### src/hdl/clint_defines.svh
`ifndef CLINT_DEFINES_SVH
`define CLINT_DEFINES_SVH

// Harts served by this build
`define CLINT_NUM_CORES 2

// Core index width, kept at one bit for a single hart
`define CLINT_CORE_W ((`CLINT_NUM_CORES == 1) ? 1 : $clog2(`CLINT_NUM_CORES))

// Register offsets within the 64 KiB CLINT window
`define CLINT_MSIP_BASE     16'h0000 // 4 bytes per hart
`define CLINT_MTIMECMP_BASE 16'h4000 // 8 bytes per hart, low word first
`define CLINT_MTIME_LO      16'hBFF8
`define CLINT_MTIME_HI      16'hBFFC

// Software sees mtime as two 32-bit halves at consecutive words
// msip and mtimecmp repeat with a fixed stride per hart
// Offsets past the last hart are left unmapped

`endif

### src/hdl/clint_bus_pkg.sv
// Software register port of the CLINT
package clint_bus_pkg;

    // Access kind of one request
    typedef enum logic {
        CLINT_OP_READ  = 1'b0,
        CLINT_OP_WRITE = 1'b1
    } clint_op_e;

    // One access, presented for a single cycle
    typedef struct packed {
        logic        valid; // Single-cycle strobe
        clint_op_e   op;
        logic [15:0] addr;  // Byte offset into the CLINT window
        logic [31:0] wdata; // Ignored on reads
    } clint_req_t;

    // Read data returns one cycle after the request
    typedef struct packed {
        logic        valid; // Single-cycle strobe
        logic [31:0] rdata;
    } clint_rsp_t;

    // No ready or error signals, the port never stalls
    // Writes produce no response

endpackage

### src/hdl/clint_reg_pkg.sv
`include "clint_defines.svh"

// Register-side types shared by the decoder, the register blocks and the combiner
package clint_reg_pkg;

    // Register named by a decoded address
    typedef enum logic [2:0] {
        REG_NONE,        // Unmapped offset
        REG_MSIP,
        REG_MTIMECMP_LO,
        REG_MTIMECMP_HI,
        REG_MTIME_LO,
        REG_MTIME_HI
    } clint_reg_e;

    // Decoded write, at most one strobe high
    typedef struct packed {
        logic                     wr_mtime;
        logic                     wr_mtimecmp;
        logic                     wr_msip;
        logic                     upper; // High half, mtime and mtimecmp only
        logic [`CLINT_CORE_W-1:0] core;  // Target hart for msip and mtimecmp
        logic [31:0]              data;
    } clint_wr_t;

    // Decoded read
    typedef struct packed {
        logic                     valid;
        clint_reg_e               sel;
        logic [`CLINT_CORE_W-1:0] core;
    } clint_rd_t;

    // Interrupt lines of one hart
    typedef struct packed {
        logic msip;
        logic mtip;
    } clint_irq_t;

endpackage

### src/hdl/clint_reg_decode.sv
`include "clint_defines.svh"

module clint_reg_decode (
    input  logic                      clk,
    input  logic                      rst,
    input  clint_bus_pkg::clint_req_t req,
    output clint_reg_pkg::clint_wr_t  wr,
    output clint_reg_pkg::clint_rd_t  rd
);

    logic [15:0]              msip_off;    // Offset into msip window
    logic [15:0]              cmp_off;     // Offset into mtimecmp window
    logic                     msip_hit;
    logic                     cmp_hit;
    logic                     is_write;
    clint_reg_pkg::clint_reg_e sel;
    logic [`CLINT_CORE_W-1:0] core;

    assign msip_off = req.addr - `CLINT_MSIP_BASE;
    assign cmp_off  = req.addr - `CLINT_MTIMECMP_BASE;

    // Word aligned and below the hart count, anything else is a hole
    assign msip_hit = (msip_off[1:0] == 2'b00) && (msip_off[15:2] < `CLINT_NUM_CORES);
    assign cmp_hit  = (cmp_off[1:0] == 2'b00) && (cmp_off[15:3] < `CLINT_NUM_CORES);

    always_comb begin
        sel  = clint_reg_pkg::REG_NONE;
        core = '0;
        if (req.addr == `CLINT_MTIME_LO) begin
            sel = clint_reg_pkg::REG_MTIME_LO;
        end else if (req.addr == `CLINT_MTIME_HI) begin
            sel = clint_reg_pkg::REG_MTIME_HI;
        end else if (msip_hit) begin
            sel  = clint_reg_pkg::REG_MSIP;
            core = msip_off[`CLINT_CORE_W+1:2]; // 4-byte stride
        end else if (cmp_hit) begin
            // Bit 2 picks the half, low word first
            sel  = cmp_off[2] ? clint_reg_pkg::REG_MTIMECMP_HI : clint_reg_pkg::REG_MTIMECMP_LO;
            core = cmp_off[`CLINT_CORE_W+2:3]; // 8-byte stride
        end
    end

    assign is_write = req.valid && (req.op == clint_bus_pkg::CLINT_OP_WRITE);

    // Write command, unmapped offsets raise no strobe
    assign wr.wr_mtime    = is_write && ((sel == clint_reg_pkg::REG_MTIME_LO) ||
                                         (sel == clint_reg_pkg::REG_MTIME_HI));
    assign wr.wr_mtimecmp = is_write && ((sel == clint_reg_pkg::REG_MTIMECMP_LO) ||
                                         (sel == clint_reg_pkg::REG_MTIMECMP_HI));
    assign wr.wr_msip     = is_write && (sel == clint_reg_pkg::REG_MSIP);
    assign wr.upper       = (sel == clint_reg_pkg::REG_MTIME_HI) ||
                            (sel == clint_reg_pkg::REG_MTIMECMP_HI);
    assign wr.core        = core;
    assign wr.data        = req.wdata;

    // Read select, REG_NONE reads back as zero downstream
    assign rd.valid = req.valid && (req.op == clint_bus_pkg::CLINT_OP_READ);
    assign rd.sel   = sel;
    assign rd.core  = core;

    // Only one register block may be written per request
    a_one_wr_strobe: assert property (@(posedge clk) disable iff (rst)
        $onehot0({wr.wr_mtime, wr.wr_mtimecmp, wr.wr_msip}));

endmodule

### src/hdl/clint_timer.sv
`include "clint_defines.svh"

module clint_timer (
    input  logic                                   clk,
    input  logic                                   rst,
    input  clint_reg_pkg::clint_wr_t               wr,
    output logic [63:0]                            mtime,
    output logic [`CLINT_NUM_CORES-1:0][63:0]      mtimecmp,
    output logic [`CLINT_NUM_CORES-1:0]            mtip
);

    logic [63:0] mtime_inc; // Next count when nothing is written

    assign mtime_inc = mtime + 64'd1;

    // mtime runs every clk, a half-word write overrides only its half
    always_ff @(posedge clk) begin
        if (rst) begin
            mtime <= '0;
        end else begin
            mtime[63:32] <= (wr.wr_mtime && wr.upper) ? wr.data : mtime_inc[63:32];
            mtime[31:0]  <= (wr.wr_mtime && !wr.upper) ? wr.data : mtime_inc[31:0];
        end
    end

    // Compare registers start at max so no timer fires out of reset
    always_ff @(posedge clk) begin
        if (rst) begin
            mtimecmp <= '1;
        end else begin
            for (int i = 0; i < `CLINT_NUM_CORES; i++) begin
                if (wr.wr_mtimecmp && (i == int'(wr.core))) begin
                    if (wr.upper) begin
                        mtimecmp[i][63:32] <= wr.data;
                    end else begin
                        mtimecmp[i][31:0] <= wr.data;
                    end
                end
            end
        end
    end

    // Registered compare on pre-edge values
    // so mtip trails mtime and mtimecmp by one cycle
    always_ff @(posedge clk) begin
        if (rst) begin
            mtip <= '0;
        end else begin
            for (int i = 0; i < `CLINT_NUM_CORES; i++) begin
                mtip[i] <= (mtime >= mtimecmp[i]); // Unsigned 64-bit compare
            end
        end
    end

    // A full 64-bit update takes two writes
    // Software writes the high half last or parks mtimecmp at max meanwhile
    // mtime keeps counting between the two half writes

    // No timer interrupt may be seen on the first cycle out of reset
    a_mtip_clear_after_rst: assert property (@(posedge clk)
        $fell(rst) |-> (mtip == '0));

endmodule

### src/hdl/clint_swi.sv
`include "clint_defines.svh"

module clint_swi (
    input  logic                        clk,
    input  logic                        rst,
    input  clint_reg_pkg::clint_wr_t    wr,
    output logic [`CLINT_NUM_CORES-1:0] msip
);

    // One software interrupt bit per hart
    // A write loads data bit 0 into the addressed hart, upper bits ignored
    always_ff @(posedge clk) begin
        if (rst) begin
            msip <= '0;
        end else if (wr.wr_msip) begin
            msip[wr.core] <= wr.data[0]; // LSB
        end
    end

    // Other harts keep their bit on a msip write
    // Bits persist until software clears them
    // The bit drives the hart's irq line with no extra stage

    // Decoder must never hand over a hart beyond the last one
    a_msip_core_range: assert property (@(posedge clk) disable iff (rst)
        wr.wr_msip |-> (int'(wr.core) < `CLINT_NUM_CORES));

endmodule

### src/hdl/clint_irq_merge.sv
`include "clint_defines.svh"

module clint_irq_merge (
    input  logic                                           clk,
    input  logic                                           rst,
    input  clint_reg_pkg::clint_rd_t                       rd,
    input  logic [63:0]                                    mtime,
    input  logic [`CLINT_NUM_CORES-1:0][63:0]              mtimecmp,
    input  logic [`CLINT_NUM_CORES-1:0]                    mtip,
    input  logic [`CLINT_NUM_CORES-1:0]                    msip,
    output clint_bus_pkg::clint_rsp_t                      rsp,
    output clint_reg_pkg::clint_irq_t [`CLINT_NUM_CORES-1:0] irq
);

    logic [31:0] rdata_d;   // Word picked this cycle
    logic        rsp_valid_q;
    logic [31:0] rsp_rdata_q;

    // Read mux, unmapped selects read as zero
    always_comb begin
        case (rd.sel)
            clint_reg_pkg::REG_MSIP:        rdata_d = {31'd0, msip[rd.core]}; // Zero-extended
            clint_reg_pkg::REG_MTIMECMP_LO: rdata_d = mtimecmp[rd.core][31:0];
            clint_reg_pkg::REG_MTIMECMP_HI: rdata_d = mtimecmp[rd.core][63:32];
            clint_reg_pkg::REG_MTIME_LO:    rdata_d = mtime[31:0];
            clint_reg_pkg::REG_MTIME_HI:    rdata_d = mtime[63:32];
            default:                        rdata_d = '0;
        endcase
    end

    // Fixed one-cycle read latency
    always_ff @(posedge clk) begin
        if (rst) begin
            rsp_valid_q <= 1'b0;
        end else begin
            rsp_valid_q <= rd.valid;
        end
    end

    always_ff @(posedge clk) begin
        if (rd.valid) begin
            rsp_rdata_q <= rdata_d; // Holds value from before the edge
        end
    end

    assign rsp.valid = rsp_valid_q;
    assign rsp.rdata = rsp_rdata_q;

    // Per-hart interrupt lines
    always_comb begin
        for (int i = 0; i < `CLINT_NUM_CORES; i++) begin
            irq[i].msip = msip[i]; // Straight from the register
            irq[i].mtip = mtip[i]; // Already registered in the timer
        end
    end

    // Every read request gets exactly one response on the next cycle
    a_rsp_after_rd: assert property (@(posedge clk) disable iff (rst)
        rd.valid |=> rsp.valid);
    a_no_stray_rsp: assert property (@(posedge clk) disable iff (rst)
        !rd.valid |=> !rsp.valid);

endmodule

### src/hdl/clint_top.sv
`include "clint_defines.svh"

module clint_top (
    input  logic                                            clk,
    input  logic                                            rst,
    input  clint_bus_pkg::clint_req_t                       req,
    output clint_bus_pkg::clint_rsp_t                       rsp,
    output clint_reg_pkg::clint_irq_t [`CLINT_NUM_CORES-1:0] irq
);

    clint_reg_pkg::clint_wr_t              wr;       // Decoded write
    clint_reg_pkg::clint_rd_t              rd;       // Decoded read
    logic [63:0]                           mtime;
    logic [`CLINT_NUM_CORES-1:0][63:0]     mtimecmp;
    logic [`CLINT_NUM_CORES-1:0]           mtip;
    logic [`CLINT_NUM_CORES-1:0]           msip;

    // Address decode, same cycle as the request
    clint_reg_decode clint_reg_decode_i (
        .clk (clk),
        .rst (rst),
        .req (req),
        .wr  (wr),
        .rd  (rd)
    );

    // Timer and software interrupt banks share the write command
    clint_timer clint_timer_i (
        .clk      (clk),
        .rst      (rst),
        .wr       (wr),
        .mtime    (mtime),
        .mtimecmp (mtimecmp),
        .mtip     (mtip)
    );

    clint_swi clint_swi_i (
        .clk  (clk),
        .rst  (rst),
        .wr   (wr),
        .msip (msip)
    );

    // Read response and per-hart irq lines
    clint_irq_merge clint_irq_merge_i (
        .clk      (clk),
        .rst      (rst),
        .rd       (rd),
        .mtime    (mtime),
        .mtimecmp (mtimecmp),
        .mtip     (mtip),
        .msip     (msip),
        .rsp      (rsp),
        .irq      (irq)
    );

endmodule

### config.mk
export PLATFORM = sky130hd
export DESIGN_NAME = clint_top
export DESIGN_NICKNAME = d
export VERILOG_FILES = /design/src/hdl/clint_bus_pkg.sv /design/src/hdl/clint_reg_pkg.sv /design/src/hdl/clint_reg_decode.sv /design/src/hdl/clint_timer.sv /design/src/hdl/clint_swi.sv /design/src/hdl/clint_irq_merge.sv /design/src/hdl/clint_top.sv
export VERILOG_INCLUDE_DIRS = /design/src /design/src/hdl
export SDC_FILE = /design/constraint.sdc
export NUM_CORES = 1
export LEC_CHECK = 0
export BUFFER_PORTS_ARGS = -buffer_cell sky130_fd_sc_hd__buf_4
export CAP_MARGIN = 0
export CORE_AREA = 2 2 175 177
export DETAILED_ROUTE_END_ITERATION = 8
export DIE_AREA = 0 0 177 179
export PLACE_DENSITY = 0.74
export SLEW_MARGIN = 40
export SYNTH_ARGS = -nofsm -noshare
export SYNTH_HDL_FRONTEND = slang
export SYNTH_SLANG_ARGS = --single-unit
### constraint.sdc
create_clock -name clk -period 3.2 [get_ports clk]
set_input_delay 0.32 -clock clk [delete_from_list [all_inputs] [get_ports clk]]
set_output_delay 0.32 -clock clk [all_outputs]
set_load 0.05 [all_outputs]
* Word level (Yosys, flattened, before mapping) *
Cells that the tools add are included.

word-level totals
  register bits = 229
  bits of input ports = 52
  output and inout port bits = 37
  word-level logic and storage cells = 68

operators by class
  $add $sub $neg = 2
  $lt $le $gt $ge = 6
  eq/ne operators = 7
  muxes and demuxes = 19
  bitwise gates (word level) = 3
  reductions and logical operators = 22

operators by type and width
  cell                    count
  $pmux 32 s5             1
  $ge 64x64->1            2
  $mux 64                 2
  $add 64x1->64 const B   1
  $mux 32                 2
  $eq 16x16->1 const B    2
  $sub 16x15->16 const B  1
  $lt 14x2->1 const B     1
  $lt 13x2->1 const B     1
  $logic_and 1x1->1       12
  $mux 3                  4
  $mux 1                  8
  $reduce_and 2->1        4
  $eq 3x2->1 const B      2
  $eq 3x3->1 const B      2
  $logic_not 2->1         2
  $eq 3x1->1 const B      1
  $logic_or 1x1->1        3
  $not 1->1               3
  $bwmux 2                1
  $lt 1x2->1 const B      1
  $demux 1 s1             1
  $ge 1x1->1 const B      1
  $logic_not 1->1         1

* Logic depth before layout (Yosys ltp) *
Gate-level depths: netlist (run 1).

  word-level depth = 12
  depth in mapped cells = 8

* By module *
From an unflattened synthesis (run 1), not the netlist that was laid out.

unflattened totals
  cell total of the unflattened synthesis = 1576
  area, all modules = 13849.5 um^2

by module, submodules not included
  module            times used  cells each  area each (um^2)
  clint_timer       1           1280        10717.8
  clint_irq_merge   1           226         2605.0
  clint_reg_decode  1           61          431.7
  clint_swi         1           9           95.1

* Worst setup path after synthesis (run 1) *
OpenSTA, ideal clock, no wires.

  path kind = input -> register
  start point = in req[48] (netlist bit)
  end point = reg clint_irq_merge_i.rsp_rdata_q[0] (enable)
  arrival = 1.793 ns
  path slack = 0.981 ns
  stages = 1
  path buffers = 0
  cells stage by stage = nor2b_1

between the ends
  word-level cells in the longest chain between the ends = 2

RTL lines
  element               RTL line                source
  start, declared       clint_top.sv:6          input clint_bus_pkg::clint_req_t req,
  $not 1->1             clint_reg_decode.sv:57  assign rd.valid = req.valid && (req.op == clint_bus_pkg::CLINT_OP_READ);
  $logic_and 1x1->1     clint_reg_decode.sv:57
  end signal, assigned  clint_irq_merge.sv:42   rsp_rdata_q <= rdata_d;
  end, declared         clint_irq_merge.sv:17   logic [31:0] rsp_rdata_q;

Every way passes these cells.
A chain may end at the register's enable or synchronous reset.

* Final worst setup path (run 1) *
  start point = reg clint_timer_i.mtimecmp[111] (netlist bit)
  end point = reg clint_timer_i.mtip[1]

between the ends
  word-level cells in the longest chain between the ends = 1

RTL lines
  element                          RTL line           source
  start, declared                  clint_timer.sv:8   output logic [`CLINT_NUM_CORES-1:0][63:0] mtimecmp,
  start signal, assigned by index  clint_timer.sv:34  mtimecmp[i][63:32] <= wr.data;
  start signal, assigned by index  clint_timer.sv:36  mtimecmp[i][31:0] <= wr.data;
  $ge 64x64->1                     clint_timer.sv:50  mtip[i] <= (mtime >= mtimecmp[i]);
  end signal, assigned by index    clint_timer.sv:50
  end, declared                    clint_timer.sv:9   output logic [`CLINT_NUM_CORES-1:0] mtip

Every way passes these cells.

==> results of run 1 <==
[kinds of logic after synthesis]
logic type	after synthesis	synth area share
AND/OR/NAND/NOR	530	0.188
flip-flops	229	0.361
buffers and inverters	230	0.0688
XOR/XNOR	58	0.0374
AO/OA/AOI/OAI	404	0.198
adder cells (fa/ha/maj)	129	0.119
multiplexers	34	0.0276
[power by group]
part           switching, mW  total (mW)  internal (mW)
Sequential           0.00990        2.94           2.93
Clock                   1.21        2.93           1.72
Combinational          0.195       0.285         0.0892
[cell type report]
class,count,area (sq um),share of cell area
multi-input cells,1155,7780,0.504
flip-flops and latches,229,4900,0.318
repair buffers,111,908,0.0588
clock buffers,43,776,0.0503
inverters,139,523,0.0339
well taps,396,495,0.0321
clock inverters,5,51.3,0.00332
[worst min-delay path, cell delays in order]
cell     delay (ns)
buf_4          0.13
nand2_1        0.05
o21ai_1        0.06
[per-stage QoR]
step	power [mW]	area (sq um)	cells	util	setup WS [ns]
finish	6.16	15400	2078	0.514	0.326
global route	6.31	15400	2078	0.514	0.180
CTS	6.19	15400	2078	0.514	0.369
detailed placement	3.29	14600	2030	0.487	0.413
global placement	3.28	14600	2030	0.486	0.413
floorplan	3.13	13600	1614	-	0.981
[cells in the mapped netlist (17+ instances only)]
cell type,n
nand2_1,239
dfxtp_1,197
inv_1,139
nor2_1,138
o211ai_1,133
ha_1,129
a21oi_1,104
clkbuf_1,44
nand4_1,42
xnor2_1,41
a211oi_1,37
o21ai_0,37
buf_2,36
edfxtp_1,32
o221ai_1,32
mux2_2,28
nor3_1,25
nand3_1,21
o21ai_1,21
xor2_1,17
[per-layer routing]
metal,GRT usage,routed length (um),part of all wire,vias to the layer above
li1,-,-,-,5874
met1,0.341,17500,0.45,5645
met2,0.390,17200,0.44,460
met3,0.0327,3000,0.077,88
met4,0.0761,1140,0.029,0
met5,0,0,0,-
[worst max path at each step]
stage	endpoint	slack [ns]	cells past startpoint
after CTS	clint_timer_i.mtip[1]	0.37	8
after detailed placement	clint_timer_i.mtip[1]	0.41	7
final	clint_timer_i.mtip[1]	0.33	8
after global routing	clint_timer_i.mtip[1]	0.18	8
after global placement	clint_timer_i.mtip[1]	0.41	7
after floorplan	clint_irq_merge_i.rsp_rdata_q[0]	0.98	1
[registers in the layout, summed over array words and instances (netlist names)]
name / count
clint_irq_merge_i.rsp_rdata_q: 32
clint_irq_merge_i.rsp_valid_q: 1
clint_swi_i.msip: 2
clint_timer_i.mtime: 64
clint_timer_i.mtimecmp: 128
clint_timer_i.mtip: 2
[layout by cell type (no fill, tap or decap), types with 6 or more instances in the layout]
cell type / n
a211oi_1: 37
a21o_1: 15
a21oi_1: 103
a311oi_1: 8
and4_1: 7
buf_12: 6
buf_4: 105
clkbuf_1: 12
clkbuf_16: 27
dfxtp_1: 197
edfxtp_1: 32
ha_1: 129
inv_1: 138
mux2_2: 28
mux2i_1: 6
nand2_1: 238
nand3_1: 21
nand4_1: 42
nor2_1: 138
nor2b_1: 8
nor3_1: 25
nor4_2: 6
o211ai_1: 133
o21ai_0: 37
o21ai_1: 21
o221ai_1: 32
or3_1: 6
xnor2_1: 41
xor2_1: 17
==> impl_results.md, run 1 <==
* Status: completed
* DRC viols at 0
* GPL Wtd Cong at 0.891
* WP data arrival at 3.32 ns
* IO Port Bufs at 88
* Dominant synthesized flop cell: dfxtp_1
* Routed len/inst at 18.7 um
* Initial Util at 0.453
* H-tree depth at 1
* Antenna-violating nets left at 0
* Hold Vio Cnt, Final at 0
* Clk_lat worst skew at 0.54 ns
* Slew HR at 0.434
* Core Area at 0.0300 sq mm
* Critical path class: flop to flop
* Final Skew at 0.0174 ns
* Root buf cell: clkbuf_16
* CP required at 3.65 ns
* Drt via density at 5.81
* Mapped cell area at 0.0136 sq mm
* # nets final at 1844
* Post-synth cell types at 54
* HP Class: input pin to flop
* Post-synthesis cell count at 1614
* CP max FO at 3
* Hold Path Sink: clint_timer_i.mtime[53]
* Hold slack at 0.0482 ns
* Crit. End Element: flop
* Die H at 179 um
* Fillers at 2777
* Syn nets at 1795
* Clk slew on worst S/H paths at 0.06 ns
* Avg Inst Size Synth at 8.42 sq um
* Share of the synthesized area in the top cell type at 0.290
* WHS Path Cells at 3
* Global-route wire length before repair at 62100 um
* Sequential element share of the synthesized area at 0.361
* Layout cells sized above 1 at 0.122
* Seq cells post-synth at 229
* Crit Reg-Reg Startpoint: clint_timer_i.mtimecmp[111]
* Final-report setup violation count at 0
* Final worst path period share at 0.898
* Max frequency at 348 MHz
* Startpoint Class: flop
* Worst VDD drop at 393 uV
* Setup repair bufs after CTS at 0
* Final WL at 38800 um
* Setup crit start: clint_timer_i.mtimecmp[111]
* Area grow syn2layout at 13.6%
* Vias in the first global route at 11500
* CP delay by family, top: simple AND/OR/NAND/NOR gates
* Vias at 12100
* Max cap viols at 0
* Yosys warns at 0
* Worst-Margin Slew at 0.849 ns
* Worst Path Buf+Inv at 1
* RSZ-0062 raised after global routing: no
* R2R cell count at 8
* DRT Pass-1 Iters at 5
* Clk buf depth at 3
* Iteration-0 DRC Markers at 1035
* Leak Pwr at 7.08 nW
* Crit path max-delay cell type: nor4_1
* Slowest cell delay on critical path at 0.72 ns
* Num rows at 64
* CTS sink cnt at 229
* Top-Level Pins at 89
* Post-DP HPWL at 27600 um
* Pin count of the biggest net entering global routing at 73
* Worst path cell trace: inv_1 > ha_1 > nand4_1 > nor4_1 > nand2_1 > nor3_1 > o311ai_0 > a311oi_1
* Clock buffer count from CTS at 27
* Cell taking the most area after synthesis: dfxtp_1
* Most area-consuming cells after synthesis: dfxtp_1 29%, ha_1 12%, o211ai_1 7.3%
* Min cycle time layout at 2.87 ns
* PwrDens at 399 mW/mm^2
* TritonCTS clock tree: built
* Die area at 0.0317 sq mm
* Post-synth EDFFs at 32
* GRT overflow at 0
* GRT Total Usage at 0.244
* Asr flop ratio synth at 0
* Initial antenna violation count at 0
* Die W at 177 um
* Number of diodes at 0
* Reg-to-reg endpoint: clint_timer_i.mtip[1]
* Slew Viols, Final at 0
* Fin Setup TNS at 0 ns
* Hold buffer count at CTS at 0
* CTS resizes at 0
* Worst Hold Launch: req[21]
* Worst reg-to-reg setup slack at 0.33 ns
No activity file was read; power rests on OpenSTA's default activity.
==> inputs of run 2 (changes only) <==
--- a/config.mk
+++ b/config.mk
@@ -8,10 +8,12 @@
 export LEC_CHECK = 0
 export BUFFER_PORTS_ARGS = -buffer_cell sky130_fd_sc_hd__buf_4
 export CAP_MARGIN = 0
-export CORE_AREA = 2 2 175 177
+export CELL_PAD_IN_SITES_DETAIL_PLACEMENT = 1
+export CELL_PAD_IN_SITES_GLOBAL_PLACEMENT = 1
+export CORE_AREA = 2 2 241 243
 export DETAILED_ROUTE_END_ITERATION = 8
-export DIE_AREA = 0 0 177 179
-export PLACE_DENSITY = 0.74
+export DIE_AREA = 0 0 243 245
+export PLACE_DENSITY = 0.58
 export SLEW_MARGIN = 40
 export SYNTH_ARGS = -nofsm -noshare
 export SYNTH_HDL_FRONTEND = slang
==> impl_results.md, run 2 (synthesis gave the netlist of run 1 again) <==
* Inst Count DP at 2410 (+19%)
* Hold buffer count at CTS at 0 (unchanged)
* DRT Pass-1 Iters at 5 (unchanged)
* Die H at 245 um (+37%)
* Finished Layout Cells at 2461 (+18%)
* Clk buf depth at 3 (unchanged)
* Critical path class: flop to flop
* R2R cell count at 7 (-1)
* Num rows at 88 (+38%)
* Die area at 0.0595 sq mm (+88%)
* PwrDens at 393 mW/mm^2 (-1.5%)
* Leak Pwr at 7.16 nW (+1.0%)
* CP max FO at 7 (+4)
* Area grow syn2layout at 17.8%
* # nets final at 1856 (+0.65%)
* Final instance area at 0.0160 sq mm (+3.7%)
* CP required at 3.67 ns (+0.02 ns)
* Pin count of the biggest net entering global routing at 130 (+78%)
* Worst VDD drop at 350 uV (-11%)
* Final Skew at 0.0145 ns (-0.00288 ns)
* Final Core Density at 0.281 (-0.234)
* Initial Util at 0.238 (-0.214)
* Setup repair bufs after CTS at 0 (unchanged)
* Clk slew on worst S/H paths at 0.06 ns (about the same)
* Setup crit start: clint_timer_i.mtime[46]
* Status: completed
* Worst Setup EP: clint_timer_i.mtip[1]
* TritonCTS clock tree: built
* Routed len/inst at 19.7 um (+5.6%)
* Slew Viols, Final at 0 (unchanged)
* Fillers at 6823 (+150%)
* Top reg by flops: clint_timer_i.mtimecmp
* Antenna-violating nets left at 0 (unchanged)
* Area after DPL at 0.0152 sq mm (+3.7%)
* Drt via density at 4.91 (-16%)
* H-tree depth at 1 (unchanged)
* Fin Setup TNS at 0 ns (unchanged)
* Post-DP HPWL at 35100 um (+27%)
* IO Port Bufs at 88 (unchanged)
* RSZ-0062 raised after global routing: no
* Slew HR at 0.503 (+0.0693)
* Hold Vio Cnt, Final at 0 (unchanged)
* Iteration-0 DRC Markers at 564 (-46%)
* Max cap viols at 0 (unchanged)
* Max frequency at 348 MHz (about the same)
* Most common cell after layout, fill and taps aside: nand2_1
* CTS sink cnt at 229 (unchanged)
* Final WL at 48600 um (+25%)
* CTS resizes at 0 (unchanged)
* Worst-Margin Slew at 0.735 ns (-0.114 ns)
* Top-Level Pins at 89 (unchanged)
* Final-report setup violation count at 0 (unchanged)
* Global-route wire length before repair at 75700 um (+22%)
* Most frequent cells in the layout: 238 x nand2_1, 197 x dfxtp_1, 138 x inv_1, 138 x nor2_1, 133 x o211ai_1
* Reg-to-reg endpoint: clint_timer_i.mtip[1]
* Clock buffer count from CTS at 28 (+3.7%)
* HP Class: input pin to flop
* Root buf cell: clkbuf_16
* WP data arrival at 3.34 ns (+0.02 ns)
* Startpoint Class: flop
* GRT overflow at 0 (unchanged)
* Worst reg-to-reg setup slack at 0.32 ns (about the same)
* Core Area at 0.0570 sq mm (+90%)
* Clk_lat worst skew at 0.57 ns (+0.03 ns)
* Layout cells sized above 1 at 0.127 (+0.00555)
* Vias in the first global route at 12500 (+9.0%)
* Max FFs per register at 128 (unchanged)
* Initial antenna violation count at 1 (+1)
* GPL Wtd Cong at 0.811 (-9.0%)
* Top Registers: clint_timer_i.mtimecmp (128), clint_timer_i.mtime (64), clint_irq_merge_i.rsp_rdata_q (32)
* DRC viols at 0 (unchanged)
* Crit Reg-Reg Startpoint: clint_timer_i.mtime[46]
* Vias at 12100 (+0.050%)
* Min cycle time layout at 2.88 ns (+0.00277 ns)
* Pwr Total at 6.29 mW (+2.1%)
* GRT Total Usage at 0.161 (-0.0828)
* Final worst path period share at 0.899 (about the same)
* Crit. End Element: flop
* Die W at 243 um (+37%)
==> run 2: cell type report <==
cell class / instances / area [sq um] / area share
multi-input combinational: 1155 / 7780 / 0.486
sequential: 229 / 4900 / 0.306
timing repair buffer: 122 / 991 / 0.0619
tap: 765 / 957 / 0.0598
clock buffer: 48 / 837 / 0.0523
inverter: 139 / 524 / 0.0328
clock inverter: 2 / 10.0 / 0.000625
antenna: 1 / 2.50 / 0.000156
==> run 2: worst max-delay path: stages (launching register included) <==
cell and delay, ns:
dfxtp_1 0.40, ha_1 0.36, nand4_1 0.19, nor4_1 0.57, nand2_1 0.22, nor3_1 0.38
o311ai_0 0.34, a311oi_1 0.32
==> run 2: per-layer routing <==
metal  vias to the layer above  wire [um]  GRT usage  part of all wire
met5                         -          0          0                 0
met4                         0       1130     0.0471             0.023
met3                        62       1260     0.0186             0.026
met2                       149      22600      0.268              0.47
met1                      5980      23600      0.220              0.49
li1                       5882          -          -                 -
==> run 2: metrics by stage <==
step / setup slack, ns / hold WS (ns)
after floorplan: 0.981 / 0.429
after global routing: 0.250 / 0.0373
after detailed placement: 0.464 / 0.511
final: 0.323 / 0.0277
after global placement: 0.493 / 0.498
after CTS: 0.427 / 0.0108
==> run 2: power by group <==
group	total [mW]	switching, mW	internal [mW]
Sequential	2.94	0.0109	2.93
Combinational	0.299	0.208	0.0902
Clock	3.05	1.29	1.75
==> run 2: worst min path at each step <==
| stage | from | end | cells past startpoint |
|---|---|---|---|
| final | req[1] | clint_timer_i.mtime[33] | 3 |
| after global routing | req[6] | clint_timer_i.mtime[38] | 3 |
| after CTS | req[1] | clint_timer_i.mtime[33] | 3 |
| after detailed placement | clint_timer_i.mtimecmp[64] | clint_timer_i.mtimecmp[64] | 2 |
| after global placement | clint_timer_i.mtimecmp[64] | clint_timer_i.mtimecmp[64] | 2 |
| after floorplan | req[1] | clint_timer_i.mtime[33] | 2 |
